File: src/design/pe_lane_pkg.sv
`default_nettype none

package pe_lane_pkg;

    //////////////////////////////////////////////////
    // Lane word and score widths
    //////////////////////////////////////////////////

    // Bits per activation or weight word
    localparam int LANE_BITS = 7;

    // Signed score spans -7 to +7
    localparam int SCORE_BITS = 4;

    // One group of 16 lanes spans -112 to +112
    localparam int GROUP_SUM_BITS = 8;

    // Whole row spans -448 to +448
    localparam int ROW_SUM_BITS = 10;

    // Defaults handed down by the top level
    localparam int DEF_NUM_LANES   = 64;
    localparam int DEF_GROUP_LANES = 16;

    //////////////////////////////////////////////////
    // Datapath types
    //////////////////////////////////////////////////

    typedef logic [LANE_BITS-1:0] lane_word_t;

    typedef logic signed [SCORE_BITS-1:0] lane_score_t;

    typedef logic signed [GROUP_SUM_BITS-1:0] group_sum_t;

    typedef logic signed [ROW_SUM_BITS-1:0] row_sum_t;

endpackage

`default_nettype wire

File: src/design/pe_ctrl_pkg.sv
`default_nettype none

package pe_ctrl_pkg;

    //////////////////////////////////////////////////
    // Row control
    //////////////////////////////////////////////////

    // Cell score, group sum, row sum
    localparam int PIPE_DEPTH = 3;

    typedef enum logic [1:0] {
        ST_IDLE,
        ST_FILL,
        ST_RUN
    } ctrl_state_t;

    // Status seen by the next row and the result consumer
    typedef struct packed {
        logic out_val;
        logic next_row_en;
    } row_status_t;

endpackage

`default_nettype wire

File: src/design/pe_cell.sv
`timescale 1ns/1ps
`default_nettype none

module pe_cell (
    input  wire                      clk,
    input  wire                      rst_n,
    input  wire                      i_new_weight_val,
    input  wire pe_lane_pkg::lane_word_t i_weight,
    input  wire pe_lane_pkg::lane_word_t i_act,
    output pe_lane_pkg::lane_word_t  o_fwd_act,
    output pe_lane_pkg::lane_score_t o_score
);

    pe_lane_pkg::lane_word_t weight_q;
    pe_lane_pkg::lane_word_t match_bits;
    logic [3:0]              match_cnt;
    logic [3:0]              score_d;

    // Agreeing bits against the weight held before this edge
    assign match_bits = ~(i_act ^ weight_q);

    always_comb begin
        match_cnt = '0;
        for (int b = 0; b < pe_lane_pkg::LANE_BITS; b++) begin
            match_cnt = match_cnt + {3'b000, match_bits[b]};
        end
        // 2*matches - 7, wraps cleanly in four bits
        score_d = (match_cnt << 1) - 4'd7;
    end

    always_ff @(posedge clk or negedge rst_n) begin
        if (!rst_n) begin
            weight_q  <= '0;
            o_fwd_act <= '0;
            o_score   <= '0;
        end else begin
            if (i_new_weight_val) begin
                weight_q <= i_weight;
            end
            o_fwd_act <= i_act;
            o_score   <= pe_lane_pkg::lane_score_t'(score_d);
        end
    end

endmodule

`default_nettype wire

File: src/design/group_adder.sv
`timescale 1ns/1ps
`default_nettype none

module group_adder #(
    parameter int NUM_LANES   = 64,
    parameter int GROUP_LANES = 16
) (
    input  wire                                         clk,
    input  wire                                         rst_n,
    input  wire pe_lane_pkg::lane_score_t [NUM_LANES-1:0] i_scores,
    output pe_lane_pkg::row_sum_t                       o_result
);

    localparam int NUM_GROUPS = NUM_LANES / GROUP_LANES;

    pe_lane_pkg::group_sum_t [NUM_GROUPS-1:0] group_sum_d;
    pe_lane_pkg::group_sum_t [NUM_GROUPS-1:0] group_sum_q;
    pe_lane_pkg::row_sum_t                    row_sum_d;

    //////////////////////////////////////////////////
    // Stage 1, one partial sum per lane group
    //////////////////////////////////////////////////

    always_comb begin
        for (int g = 0; g < NUM_GROUPS; g++) begin
            group_sum_d[g] = '0;
            for (int l = 0; l < GROUP_LANES; l++) begin
                // Sign extend each score before adding
                group_sum_d[g] = group_sum_d[g]
                    + pe_lane_pkg::group_sum_t'(i_scores[g*GROUP_LANES + l]);
            end
        end
    end

    always_ff @(posedge clk or negedge rst_n) begin
        if (!rst_n) begin
            group_sum_q <= '0;
        end else begin
            group_sum_q <= group_sum_d;
        end
    end

    //////////////////////////////////////////////////
    // Stage 2, row total
    //////////////////////////////////////////////////

    always_comb begin
        row_sum_d = '0;
        for (int g = 0; g < NUM_GROUPS; g++) begin
            row_sum_d = row_sum_d + pe_lane_pkg::row_sum_t'(group_sum_q[g]);
        end
    end

    always_ff @(posedge clk or negedge rst_n) begin
        if (!rst_n) begin
            o_result <= '0;
        end else begin
            o_result <= row_sum_d;
        end
    end

endmodule

`default_nettype wire

File: src/design/row_ctrl.sv
`timescale 1ns/1ps
`default_nettype none

module row_ctrl (
    input  wire                      clk,
    input  wire                      rst_n,
    input  wire                      i_new_weight_val,
    output pe_ctrl_pkg::row_status_t o_status
);

    localparam int CNT_W = $clog2(pe_ctrl_pkg::PIPE_DEPTH);

    // Last count before the pipeline holds a full set of vectors
    localparam logic [CNT_W-1:0] FILL_LAST = CNT_W'(pe_ctrl_pkg::PIPE_DEPTH - 1);

    pe_ctrl_pkg::ctrl_state_t state;
    logic [CNT_W-1:0]         fill_cnt;

    always_ff @(posedge clk or negedge rst_n) begin
        if (!rst_n) begin
            state    <= pe_ctrl_pkg::ST_IDLE;
            fill_cnt <= '0;
        end else if (i_new_weight_val) begin
            // New weights flush the whole pipeline
            state    <= pe_ctrl_pkg::ST_FILL;
            fill_cnt <= '0;
        end else begin
            case (state)
                pe_ctrl_pkg::ST_IDLE: begin
                    // Idle cycle already counts as one stage
                    state    <= pe_ctrl_pkg::ST_FILL;
                    fill_cnt <= CNT_W'(1);
                end
                pe_ctrl_pkg::ST_FILL: begin
                    if (fill_cnt == FILL_LAST) begin
                        state <= pe_ctrl_pkg::ST_RUN;
                    end else begin
                        fill_cnt <= fill_cnt + 1'b1;
                    end
                end
                pe_ctrl_pkg::ST_RUN: begin
                    state <= pe_ctrl_pkg::ST_RUN;
                end
                default: begin
                    state    <= pe_ctrl_pkg::ST_IDLE;
                    fill_cnt <= '0;
                end
            endcase
        end
    end

    // Status decoded straight from the state
    always_comb begin
        o_status.out_val     = (state == pe_ctrl_pkg::ST_RUN);
        o_status.next_row_en = (state != pe_ctrl_pkg::ST_IDLE);
    end

endmodule

`default_nettype wire

File: src/design/pe_row.sv
`timescale 1ns/1ps
`default_nettype none

module pe_row #(
    parameter int NUM_LANES   = pe_lane_pkg::DEF_NUM_LANES,
    parameter int GROUP_LANES = pe_lane_pkg::DEF_GROUP_LANES
) (
    input  wire                                         clk,
    input  wire                                         rst_n,
    input  wire                                         i_new_weight_val,
    input  wire pe_lane_pkg::lane_word_t [NUM_LANES-1:0] i_weight,
    input  wire pe_lane_pkg::lane_word_t [NUM_LANES-1:0] i_act,
    output wire pe_lane_pkg::lane_word_t [NUM_LANES-1:0] o_fwd_act,
    output wire pe_lane_pkg::row_sum_t                  o_result,
    output wire pe_ctrl_pkg::row_status_t               o_status
);

    wire pe_lane_pkg::lane_score_t [NUM_LANES-1:0] lane_scores;

    //////////////////////////////////////////////////
    // Lane cells
    //////////////////////////////////////////////////

    for (genvar i = 0; i < NUM_LANES; i++) begin : g_lane
        pe_cell u_cell (
            .clk              (clk),
            .rst_n            (rst_n),
            .i_new_weight_val (i_new_weight_val),
            .i_weight         (i_weight[i]),
            .i_act            (i_act[i]),
            .o_fwd_act        (o_fwd_act[i]),
            .o_score          (lane_scores[i])
        );
    end

    //////////////////////////////////////////////////
    // Adder tree and control
    //////////////////////////////////////////////////

    group_adder #(
        .NUM_LANES   (NUM_LANES),
        .GROUP_LANES (GROUP_LANES)
    ) u_group_adder (
        .clk      (clk),
        .rst_n    (rst_n),
        .i_scores (lane_scores),
        .o_result (o_result)
    );

    // Tracks pipeline fill after reset and after each weight load
    row_ctrl u_row_ctrl (
        .clk              (clk),
        .rst_n            (rst_n),
        .i_new_weight_val (i_new_weight_val),
        .o_status         (o_status)
    );

endmodule

`default_nettype wire

File: config.mk
export PLATFORM = sky130hd
export DESIGN_NAME = pe_row
export DESIGN_NICKNAME = d
export VERILOG_FILES = /design/src/design/pe_lane_pkg.sv /design/src/design/pe_ctrl_pkg.sv /design/src/design/pe_cell.sv /design/src/design/group_adder.sv /design/src/design/row_ctrl.sv /design/src/design/pe_row.sv
export SDC_FILE = /design/constraint.sdc
export NUM_CORES = 2
export LEC_CHECK = 0
export ABC_AREA = 1
export BUFFER_PORTS_ARGS = -buffer_cell sky130_fd_sc_hd__buf_2
export CORE_AREA = 2 2 528 530
export DETAILED_ROUTE_END_ITERATION = 16
export DIE_AREA = 0 0 530 532
export GPL_ROUTABILITY_DRIVEN = 0
export SLEW_MARGIN = 30
export SYNTH_ARGS = -nofsm -noshare
export SYNTH_HDL_FRONTEND = slang
export SYNTH_SLANG_ARGS = --single-unit
File: constraint.sdc
create_clock -name clk -period 5.46 [get_ports clk]
set_clock_uncertainty 0.15 [all_clocks]
set_input_delay 0.819 -clock clk [delete_from_list [all_inputs] [get_ports clk]]
set_output_delay 0.819 -clock clk [all_outputs]
set_load 0.05 [all_outputs]
==> results.cfg <==
[logic_synthesis]
synth_cell_types = 27
yosysTopAreaCell = dfrtp_1
netlist_top_cells_area = dfrtp_1 (52%), fa_1 (15%), nand2_1 (10%)
synth_area_sq_um = 54300
synth_edf_count = 0
yosysWarnings = 0
synthFlopType = dfrtp_1
yosysSeqAreaShare_pct = 52.1
synth_top_area_share_pct = 52.1
avgSynthCellArea_sq_um = 11.4
async_flop_share_pct = 100
synth_seq_cells = 1130
synthTopCellsByCount = nand2_1 (1454), dfrtp_1 (1130), inv_1 (721)
syn_inst = 4766
yosysMostFrequentCell = nand2_1

[drt]
via_per_inst = 3.76
wl_mm = 242
ant_nets = 0
routedWlPerCell_microns = 22.5
drcViolationCount = 0
vias = 40500
drt_pass1_iterations = 8
drtIter0Drc = 1962

[global_routing]
grt_overflow = 0
grt_max_degree = 145
grt_usage_pct = 16.9
grt_pass1_wl_mm = 333
antenna_found_initial = 84
grt_pass1_vias = 43600

[sta]
max_clock_freq_ghz = 0.194
drv_slew = 0
finalHoldViolCount = 0
slew_headroom_pct = 29.7
rsz0062_at_grt = false
worstMarginPinSlew_ns = 1.05
fin_tns_setup_ns = 0
setup_viol = 0
period_share_pct = 94.5
fin_crit_ns = 5.16

[setup_path]
cp-end-kind = flip-flop
cp-start-kind = flip-flop
cp.arrival_ns = 5.69
ff2ff_setup_slack_ns = 0.30
r2r_cells = 18
crit_required_ns = 5.99
r2r_start = g_lane[19].u_cell.o_score[3]$_DFF_PN0_
path_max_fanout = 4
worst-setup-path-type = flip-flop to flip-flop
r2r_end = u_group_adder.group_sum_q[15]$_DFF_PN0_

[place]
hpwl_mm = 196
port_buffers = 1357

[outcome]
outcome = complete, no violations

[clock_tree]
cts_htree_levels = 4
clk_latency_ns = 0.82
clockBufferDepth = 4
clkTransAtPathRegs_ns = 0.06
clock-sinks = 1130
tritoncts = done
cts_setup_buffers = 0
cts_buffers = 145
ctsRootBufferMaster = clkbuf_16

[die]
die_area_sq_um = 282000
die_w_microns = 530
core_area_sq_um = 276000
die_h_microns = 532
num_rows = 193
ios = 1359
start_util_pct = 19.7

[run]
max_cap_viol_count = 0

[min_path]
hp-start = i_weight[422]
hold_path_end = g_lane[60].u_cell.weight_q[2]$_DFFE_PN0P_
hold_path_depth = 3
holdCritPathClass = input port to flip-flop

[final_layout]
nets = 8482
area_delta_synth_final_pct = 42.5
layout-drive-gt1-share_pct = 23.3
-- worst max path at each step --
stage / startpoint / endpoint / cells past startpoint / slack, ns
5_1_grt: g_lane[19].u_cell.o_score[3]$_DFF_PN0_ / u_group_adder.group_sum_q[15]$_DFF_PN0_ / 18 / 0.03
4_1_cts: g_lane[19].u_cell.o_score[3]$_DFF_PN0_ / u_group_adder.group_sum_q[15]$_DFF_PN0_ / 18 / 0.25
3_5_place_dp: g_lane[19].u_cell.o_score[3]$_DFF_PN0_ / u_group_adder.group_sum_q[15]$_DFF_PN0_ / 18 / 0.29
3_3_place_gp: g_lane[19].u_cell.o_score[3]$_DFF_PN0_ / u_group_adder.group_sum_q[15]$_DFF_PN0_ / 18 / 0.31
2_1_floorplan: g_lane[19].u_cell.o_score[3]$_DFF_PN0_ / u_group_adder.group_sum_q[15]$_DFF_PN0_ / 18 / 0.54
6_report: g_lane[19].u_cell.o_score[3]$_DFF_PN0_ / u_group_adder.group_sum_q[15]$_DFF_PN0_ / 18 / 0.30
-- worst max-delay path, cell delays in order (launching register included) --
cell and delay [ns]:
dfrtp_1 0.38, fa_1 0.60, inv_1 0.09, fa_1 0.54, fa_1 0.56, inv_1 0.08
fa_1 0.63, inv_1 0.08, fa_1 0.50, fa_1 0.54, inv_1 0.04, ha_1 0.32
nand2_1 0.08, nor2_1 0.09, nand2_1 0.05, o211ai_1 0.11, inv_1 0.07, nand3_1 0.08
nand2_1 0.06
-- sequential cells by signal, summed over array words and instances (netlist names) --
register	cells
u_row_ctrl.fill_cnt	2
g_lane.u_cell.o_score	193
g_lane.u_cell.weight_q	448
u_group_adder.o_result	9
u_row_ctrl.state	2
u_group_adder.group_sum_q	28
g_lane.u_cell.o_fwd_act	448
-- layer usage --
layer / wire (microns) / up-vias / part of all wire [%] / GRT usage [%]
met2: 113000 / 1666 / 47 / 27.5
met3: 23700 / 411 / 9.8 / 6.38
met4: 10200 / 24 / 4.2 / 7.00
met1: 94800 / 20000 / 39 / 19.8
met5: 161 / - / 0.066 / 0
li1: - / 18400 / - / -
-- metrics by stage --
| stage | hold WS (ns) | util, % | cell area (sq um) | instances | worst slack [ns] |
|---|---|---|---|---|---|
| final | 0.0749 | 28.1 | 77400 | 10800 | 0.303 |
| after global routing | 0.0161 | 28.0 | 77300 | 10700 | 0.0308 |
| after CTS | 0.0000739 | 28.0 | 77300 | 10700 | 0.251 |
| after detailed placement | 0.328 | 23.7 | 65500 | 9771 | 0.290 |
| after global placement | 0.322 | 23.7 | 65500 | 9771 | 0.307 |
| after floorplan | 0.311 | - | 54300 | 4767 | 0.545 |
-- layout by cell type (no fill, tap or decap), drive strengths merged, types with 204 or more instances in the layout --
master,count
nand2,1454
buf,1400
xnor2,216
dlygate4sd3,694
fa,407
clkbuf,204
dfrtp,1130
xor2,340
ha,269
inv,732
-- what timing repair did --
action	CTS	global route
endpoints found under the hold margin	756	0
resized for setup	0	0
hold buffers	694	0
-- cells by family after synthesis --
| group | Yosys count | share of synthesized area, % |
|---|---|---|
| simple gates | 1536 | 10.8 |
| compound gates | 43 | 0.489 |
| other cells | 2 | 0.0138 |
| fa+ha+maj | 676 | 21.2 |
| xor+xnor | 556 | 8.97 |
| buf+inv | 823 | 6.45 |
| flops | 1130 | 52.1 |
-- area by class of cell --
type,count,area [sq um]
fill,28600,198000
clock buffer,204,4170
clock inverter,53,683
antenna,44,110
multi-input combinational,2814,22500
sequential,1130,28300
tap,3705,4640
timing repair buffer,2094,14300
inverter,722,2730
Power is not shown: default switching activity piles up to over one toggle a cycle in this logic, so the estimate is an artifact.
